$ cat config.mk
export PLATFORM = sky130hd
export DESIGN_NAME = alufpu
export DESIGN_NICKNAME = d
export VERILOG_FILES = /design/src/design/aluPkg.sv /design/src/design/fpuPkg.sv /design/src/design/multIf.sv /design/src/design/integerAlu.sv /design/src/design/iterativeMultiplier.sv /design/src/design/fpuUnit.sv /design/src/design/alufpu.sv
export VERILOG_INCLUDE_DIRS = /design/src /design/src/design
export SDC_FILE = /design/constraint.sdc
export NUM_CORES = 1
export LEC_CHECK = 0
export ABC_CLOCK_PERIOD_IN_PS = 6300
export BUFFER_PORTS_ARGS = -buffer_cell sky130_fd_sc_hd__buf_4
export CORE_MARGIN = 1
export CORE_UTILIZATION = 31
export CTS_CLUSTER_DIAMETER = 150
export DETAILED_ROUTE_END_ITERATION = 10
export PLACE_DENSITY = 0.53
export REMOVE_ABC_BUFFERS = 1
export SLEW_MARGIN = 20
export SYNTH_ARGS = -nofsm -noshare
export SYNTH_HDL_FRONTEND = slang
export SYNTH_SLANG_ARGS = --single-unit
$ cat constraint.sdc
create_clock -name clock -period 6.3 [get_ports clock]
set_input_delay 0.315 -clock clock [delete_from_list [all_inputs] [get_ports clock]]
set_output_delay 0.315 -clock clock [all_outputs]
set_load 0.03 [all_outputs]
$ cat src/design/alufpu_config.svh
`ifndef ALUFPU_CONFIG_SVH
`define ALUFPU_CONFIG_SVH

// Operand and result width of both datapaths
`define ALUFPU_WORD_BITS 32

// One partial product per cycle, one cycle per multiplier bit
`define ALUFPU_MUL_STEPS 32

// Single-precision 1.0, the true value of a float compare
`define ALUFPU_FP_ONE 32'h3F800000

`endif

$ cat src/design/aluPkg.sv
`default_nettype none

`include "alufpu_config.svh"

package aluPkg;

	typedef logic [`ALUFPU_WORD_BITS-1:0] word_t; // Integer data word

	typedef logic [$clog2(`ALUFPU_WORD_BITS)-1:0] shamt_t; // Low bits of busB

	// Integer operation codes as the decoder issues them
	typedef enum logic [3:0] {
		aluSll = 4'd0,
		aluSrl = 4'd1,
		aluSra = 4'd2,
		aluAdd = 4'd3,
		aluSub = 4'd4,
		aluOr  = 4'd5,
		aluAnd = 4'd6,
		aluXor = 4'd7,
		aluSeq = 4'd8,
		aluSne = 4'd9,
		aluSlt = 4'd10,
		aluSgt = 4'd11,
		aluSle = 4'd12,
		aluSge = 4'd13,
		aluLhi = 4'd14
	} aluOp_e;

endpackage

`default_nettype wire

$ cat src/design/fpuPkg.sv
`default_nettype none

`include "alufpu_config.svh"

package fpuPkg;

	typedef logic [`ALUFPU_WORD_BITS-1:0] fword_t; // Float data word

	// Float operation codes, 6 and 7 unused
	typedef enum logic [3:0] {
		fpEq  = 4'd0,
		fpNe  = 4'd1,
		fpLt  = 4'd2,
		fpGt  = 4'd3,
		fpLe  = 4'd4,
		fpGe  = 4'd5,
		fpMul = 4'd8
	} fpuOp_e;

	// Multiplier sequencing
	typedef enum logic [1:0] {
		mulIdle = 2'd0,
		mulRun  = 2'd1,
		mulDone = 2'd2
	} mulState_e;

	// Wide enough to hold the full step count
	typedef logic [$clog2(`ALUFPU_MUL_STEPS):0] stepCount_t;

endpackage

`default_nettype wire

$ cat src/design/multIf.sv
`timescale 1ns/1ps
`default_nettype none

interface multIf;

	logic start; // One-cycle request
	fpuPkg::fword_t operandA; // Multiplicand
	fpuPkg::fword_t operandB; // Multiplier
	logic busy; // High for the whole run
	fpuPkg::fword_t product; // Low word of the product

	modport issuer (
		output start,
		output operandA,
		output operandB,
		input  busy,
		input  product
	);

	modport engine (
		input  start,
		input  operandA,
		input  operandB,
		output busy,
		output product
	);

endinterface

`default_nettype wire

$ cat src/design/integerAlu.sv
`timescale 1ns/1ps
`default_nettype none

`include "alufpu_config.svh"

module integerAlu (
	input  wire aluPkg::word_t  busA,
	input  wire aluPkg::word_t  busB,
	input  wire aluPkg::aluOp_e aluOp,
	output aluPkg::word_t       aluResult,
	output logic                gpBranch
);

	localparam int HalfBits = `ALUFPU_WORD_BITS / 2;

	aluPkg::shamt_t shamt;
	logic eqFlag;
	logic ltFlag;
	logic gtFlag;
	logic [HalfBits-1:0] immHalf;

	// Shift amount from the low bits only
	assign shamt = busB[$bits(aluPkg::shamt_t)-1:0];

	// Both buses treated as unsigned
	assign eqFlag = (busA == busB);
	assign ltFlag = (busA < busB);
	assign gtFlag = (busA > busB);

	assign immHalf = busB[HalfBits-1:0]; // Immediate for lhi

	always_comb begin
		case (aluOp)
			aluPkg::aluSll: begin
				aluResult = busA << shamt;
			end
			aluPkg::aluSrl: begin
				aluResult = busA >> shamt;
			end
			aluPkg::aluSra: begin
				aluResult = aluPkg::word_t'($signed(busA) >>> shamt); // Sign fills from the top
			end
			aluPkg::aluAdd: begin
				aluResult = busA + busB;
			end
			aluPkg::aluSub: begin
				aluResult = busA - busB;
			end
			aluPkg::aluOr: begin
				aluResult = busA | busB;
			end
			aluPkg::aluAnd: begin
				aluResult = busA & busB;
			end
			aluPkg::aluXor: begin
				aluResult = busA ^ busB;
			end
			aluPkg::aluSeq: begin
				aluResult = aluPkg::word_t'(eqFlag);
			end
			aluPkg::aluSne: begin
				aluResult = aluPkg::word_t'(!eqFlag);
			end
			aluPkg::aluSlt: begin
				aluResult = aluPkg::word_t'(ltFlag);
			end
			aluPkg::aluSgt: begin
				aluResult = aluPkg::word_t'(gtFlag);
			end
			aluPkg::aluSle: begin
				aluResult = aluPkg::word_t'(!gtFlag);
			end
			aluPkg::aluSge: begin
				aluResult = aluPkg::word_t'(!ltFlag);
			end
			aluPkg::aluLhi: begin
				aluResult = {immHalf, {HalfBits{1'b0}}}; // Upper half, zeros below
			end
			default: begin
				aluResult = '0; // Code 15
			end
		endcase
	end

	// Set-on-compare results land in bit 0, so branches test that bit
	assign gpBranch = aluResult[0];

endmodule

`default_nettype wire

$ cat src/design/iterativeMultiplier.sv
`timescale 1ns/1ps
`default_nettype none

`include "alufpu_config.svh"

module iterativeMultiplier (
	input wire clock,
	input wire arstN,
	multIf.engine mult
);

	localparam int IndexBits = $clog2(`ALUFPU_WORD_BITS);

	fpuPkg::mulState_e state;
	fpuPkg::mulState_e nextState;
	fpuPkg::stepCount_t step;
	fpuPkg::stepCount_t nextStep;
	fpuPkg::fword_t multiplicand;
	fpuPkg::fword_t multiplier;
	fpuPkg::fword_t accum;
	fpuPkg::fword_t partial;
	logic [IndexBits-1:0] bitIndex;
	logic accept;
	logic lastStep;

	// Requests while running are dropped
	assign accept = mult.start && (state != fpuPkg::mulRun);

	assign nextStep = step + 1'b1;
	assign lastStep = (nextStep == fpuPkg::stepCount_t'(`ALUFPU_MUL_STEPS));

	// Step index picks the multiplier bit and the shift
	assign bitIndex = step[IndexBits-1:0];
	assign partial = multiplier[bitIndex] ? (multiplicand << bitIndex) : '0;

	always_comb begin
		nextState = state;
		case (state)
			fpuPkg::mulIdle, fpuPkg::mulDone: begin
				if (mult.start) begin
					nextState = fpuPkg::mulRun;
				end
			end
			fpuPkg::mulRun: begin
				if (lastStep) begin
					nextState = fpuPkg::mulDone; // Product stays in accum
				end
			end
			default: begin
				nextState = fpuPkg::mulIdle;
			end
		endcase
	end

	always_ff @(posedge clock or negedge arstN) begin
		if (!arstN) begin
			state <= fpuPkg::mulIdle;
			step <= '0;
			accum <= '0;
		end else begin
			state <= nextState;
			if (accept) begin
				step <= '0;
				accum <= '0;
			end else if (state == fpuPkg::mulRun) begin
				step <= nextStep;
				accum <= accum + partial; // Low word only, carries out are lost
			end
		end
	end

	// Operands held for the run so the buses may change
	always_ff @(posedge clock) begin
		if (accept) begin
			multiplicand <= mult.operandA;
			multiplier <= mult.operandB;
		end
	end

	assign mult.busy = (state == fpuPkg::mulRun);
	assign mult.product = accum;

endmodule

`default_nettype wire

$ cat src/design/fpuUnit.sv
`timescale 1ns/1ps
`default_nettype none

`include "alufpu_config.svh"

module fpuUnit (
	input  wire clock,
	input  wire arstN,
	input  wire fpuPkg::fword_t fbusA,
	input  wire fpuPkg::fword_t fbusB,
	input  wire fpuPkg::fpuOp_e fpuOp,
	multIf.issuer mult,
	output fpuPkg::fword_t fpuResult
);

	fpuPkg::fpuOp_e prevOp;
	logic eqFlag;
	logic ltFlag;
	logic gtFlag;

	// Compare outcome as a float word
	function automatic fpuPkg::fword_t boolToFloat(input logic flag);
		fpuPkg::fword_t oneWord;
		oneWord = `ALUFPU_FP_ONE;
		return flag ? oneWord : '0;
	endfunction

	// Raw bit patterns compared as unsigned
	assign eqFlag = (fbusA == fbusB);
	assign ltFlag = (fbusA < fbusB);
	assign gtFlag = (fbusA > fbusB);

	always_ff @(posedge clock or negedge arstN) begin
		if (!arstN) begin
			prevOp <= fpuPkg::fpEq;
		end else begin
			prevOp <= fpuOp;
		end
	end

	// Pulse on entry into fpMul only
	assign mult.start = (fpuOp == fpuPkg::fpMul) && (prevOp != fpuPkg::fpMul);
	assign mult.operandA = fbusA;
	assign mult.operandB = fbusB;

	always_comb begin
		case (fpuOp)
			fpuPkg::fpEq: begin
				fpuResult = boolToFloat(eqFlag);
			end
			fpuPkg::fpNe: begin
				fpuResult = boolToFloat(!eqFlag);
			end
			fpuPkg::fpLt: begin
				fpuResult = boolToFloat(ltFlag);
			end
			fpuPkg::fpGt: begin
				fpuResult = boolToFloat(gtFlag);
			end
			fpuPkg::fpLe: begin
				fpuResult = boolToFloat(!gtFlag);
			end
			fpuPkg::fpGe: begin
				fpuResult = boolToFloat(!ltFlag);
			end
			fpuPkg::fpMul: begin
				fpuResult = mult.product; // Valid once busy drops
			end
			default: begin
				fpuResult = '0;
			end
		endcase
	end

endmodule

`default_nettype wire

$ cat src/design/alufpu.sv
`timescale 1ns/1ps
`default_nettype none

module alufpu (
	input  wire clock,
	input  wire arstN,
	input  wire aluPkg::word_t  busA,
	input  wire aluPkg::word_t  busB,
	input  wire aluPkg::aluOp_e aluOp,
	input  wire fpuPkg::fword_t fbusA,
	input  wire fpuPkg::fword_t fbusB,
	input  wire fpuPkg::fpuOp_e fpuOp,
	output aluPkg::word_t       aluResult,
	output fpuPkg::fword_t      fpuResult,
	output logic                multStall,
	output logic                gpBranch
);

	multIf multBus ();

	// Integer side, purely combinational
	integerAlu aluI (
		.busA      (busA),
		.busB      (busB),
		.aluOp     (aluOp),
		.aluResult (aluResult),
		.gpBranch  (gpBranch)
	);

	fpuUnit fpuI (
		.clock     (clock),
		.arstN     (arstN),
		.fbusA     (fbusA),
		.fbusB     (fbusB),
		.fpuOp     (fpuOp),
		.mult      (multBus.issuer),
		.fpuResult (fpuResult)
	);

	iterativeMultiplier multI (
		.clock (clock),
		.arstN (arstN),
		.mult  (multBus.engine)
	);

	// Pipeline holds while the multiplier runs
	assign multStall = multBus.busy;

endmodule

`default_nettype wire

==> flow_metrics.py <==
metrics = {
    "clock_network": {
        "cts_root_buffer": "clkbuf_16",
        "cts_tree": "yes",
        "clkLatencyLatePin_ps": 370,
        "cts_setup_buffers": 0,
        "cts_resized": 0,
        "numCtsBuffers": 9,
        "clk_pin_slew_ps": 90,
        "cts.htree.levels": 3,
        "clockBufferDepth": 2,
        "clock_sinks": 108,
    },
    "layout": {
        "syn_to_final_growth_pct": 13.9,
        "nets": 2529,
        "drive_gt1_frac": 0.172,
        "finish.utilization": 0.358,
        "final_cell_count_no_fill": 2922,
    },
    "sta": {
        "hold_ws_ps": 128,
        "fmax_ghz": 0.194,
        "fin_crit_ps": 5160,
        "tightest_slew_ps": 1130,
        "rsz0062_at_grt": "no",
        "finalCritPeriodShare": 0.820,
        "slew_violations": 0,
        "slew_headroom": 0.249,
        "skew_ps": 15.4,
        "setup_viol": 0,
        "fin_tns_setup_ps": 0,
        "finalHoldViolCount": 0,
    },
    "route": {
        "wl_mm": 70.3,
        "ant_nets": 0,
        "drc": 0,
        "num_vias": 17700,
        "first_iter_violations": 1770,
        "post_drt_wl_per_cell_um": 24.1,
        "firstDrtPassIters": 6,
        "vias_per_cell": 6.06,
    },
    "min_path": {
        "hp-class": "in -> reg",
    },
    "yosys": {
        "synthCells": 2121,
        "synth.ff_latch_count": 108,
        "synth_cell_type_count": 95,
        "ys.warnings.count": 0,
        "synthesis.area_um2": 16900,
        "netlist.area_leader.share": 0.124,
        "synth.area.top_cells": "ha_1 12%, edfxtp_1 11%, mux4_2 6.8%",
        "synth-main-ff-cell": "edfxtp_1",
        "async_flop_share": 0.407,
        "synth_edf_count": 64,
        "synth_seq_area_share": 0.179,
        "syn-mean-instance-area_um2": 7.97,
        "synth.largest_area_cell": "ha_1",
    },
    "grt": {
        "grt_pass1_vias": 16900,
        "overflow": 0,
        "grt_usage": 0.246,
        "grt_max_degree": 79,
        "grt_first_pass_wirelength_mm": 105,
        "antenna_found_initial": 3,
    },
    "die": {
        "rows": 85,
        "dieArea_um2": 55500,
        "io_pins": 204,
        "dieWidth_um": 236,
        "dieHeight_um": 236,
        "initial_utilization": 0.314,
        "coreArea_um2": 53800,
    },
    "placed_design": {
        "dp_hpwl_mm": 55.1,
        "gp_congestion": 0.983,
        "dp_cells": 2904,
        "port_buffers": 203,
    },
    "worst_setup_path": {
        "crit_fanout": 34,
        "path_class": "reg -> reg",
        "cp-end-kind": "flip-flop",
        "cp.arrival_ps": 5370,
        "required_ps": 6510,
        "start_kind": "flip-flop",
    },
    "power_and_ir_drop": {
        "p_total_mw": 4.55,
        "peakVddDrop_mv": 0.152,
        "p_leak_nw": 8.29,
        "powerDensity_nw_per_um2": 236,
    },
    "run_status": {
        "outcome": "finished clean",
    },
    "job": {
        "maxCapViolCount": 0,
    },
}
-- layout by cell type, fill, tap and decap left out, types with 34 or more instances in the layout --
cell type / synthesis / layout
a211oi_1: 45 / 45
a21o_1: 49 / 49
a21oi_1: 195 / 195
and2_1: 34 / 34
buf_4: 7 / 227
dfrtp_1: 44 / 42
edfxtp_1: 64 / 64
ha_1: 168 / 168
inv_1: 138 / 138
mux2_2: 36 / 36
mux2i_1: 80 / 80
mux4_2: 51 / 51
nand2_1: 170 / 170
nand3_1: 46 / 45
nor2_1: 202 / 200
nor3_1: 36 / 34
o21ai_0: 160 / 160
-- metal layers --
metal,track usage,vias to the layer above,part of all wire
met2,0.401,779,0.46
met5,0,-,0.00036
met4,0.0998,4,0.041
met1,0.327,8649,0.43
li1,-,8140,-
met3,0.0331,148,0.068
-- area by class of cell --
cell class                      count  area [um2]
Clock inverter                      7        80.1
Sequential cell                   108        3030
Clock buffer                        9         225
Multi-Input combinational cell   1729       12800
Fill cell                        5639       34600
Inverter                          144         541
Tap cell                          696         871
Antenna cell                        1        2.50
Timing Repair Buffer              228        1710
-- critical path, cell delays in order (launching register included) --
cell and delay (ps):
dfrtp_2 930, mux4_1 670, mux2_4 310, nand2_4 100, o31a_4 200, o221a_4 300
nor2_1 90, ha_1 390, o21a_1 150, nor2_1 60, or3_1 360, a211oi_1 380
o211ai_1 220, a21oi_1 290, nor4b_1 90, o41ai_1 370, o31ai_1 110
-- sequential cells by signal (all words and copies together), names as in the netlist --
name                count
multI.mult.product     32
multI.multiplicand     32
fpuI.prevOp             4
multI.multiplier       32
multI.step              6
multI.state             2
-- per-stage QoR --
stage	cell area, um2	setup slack [ps]
floorplan	16300	-466
global placement	18900	1150
detailed placement	18900	1130
CTS	19300	1080
global route	19300	731
finish	19300	1140
-- cells by family (layout without fill, tap and decap cells) --
logic type,after synthesis,count (layout),synth area share
buffers and inverters,284,388,0.0676
adders and majority gates,171,171,0.128
other,0,1,0
DFF,108,108,0.179
xor gates and xnor gates,28,28,0.0145
and+or+nand+nor,621,621,0.173
AOI/OAI and AO/OA,735,735,0.288
muxes,174,174,0.150
-- repair_timing --
item | 4_1_cts | 5_1_grt
endpoints found under the setup margin | 0 | 0
endpoints found under the hold margin | 44 | 0
hold buffers | 1 | 0
-- Yosys cell counts, types with 20 or more instances --
| master | n |
|---|---|
| nand2_1 | 170 |
| nor2b_1 | 28 |
| edfxtp_1 | 64 |
| a211oi_1 | 45 |
| inv_1 | 138 |
| a21o_1 | 49 |
| a21oi_1 | 195 |
| o211ai_1 | 22 |
| nor2_1 | 202 |
| a31oi_1 | 22 |
| clkbuf_1 | 89 |
| o22ai_1 | 20 |
| mux4_2 | 51 |
| and2_1 | 34 |
| buf_2 | 28 |
| mux2i_1 | 80 |
| nand3_1 | 46 |
| o21bai_1 | 21 |
| ha_1 | 168 |
| mux2_2 | 36 |
| dfrtp_1 | 44 |
| nor3_1 | 36 |
| o21ai_0 | 160 |
| a221oi_1 | 22 |
-- path summary, 6_finish.rpt --
check                                    start                endpoint  slack (ps)  cells past startpoint
worst max-delay path             multI.step[0]  multI.mult.product[31]        1140                     16
worst min-delay path                 fbusB[20]    multI.multiplier[20]         130                      1
worst max register to register   multI.step[0]  multI.mult.product[31]        1140                     16
worst min register to register  multI.state[1]          multI.state[1]         500                      1
max in group asynchronous                arstN           multI.step[2]        5310                      2
min in group asynchronous                arstN   multI.mult.product[5]         510                      2
-- where the power goes --
part,total (mW),internal [mW],switching (mW)
Clock,0.583,0.283,0.299
Combinational,2.95,1.19,1.76
Sequential,1.02,0.861,0.155
(Power assumes the default switching activity.)
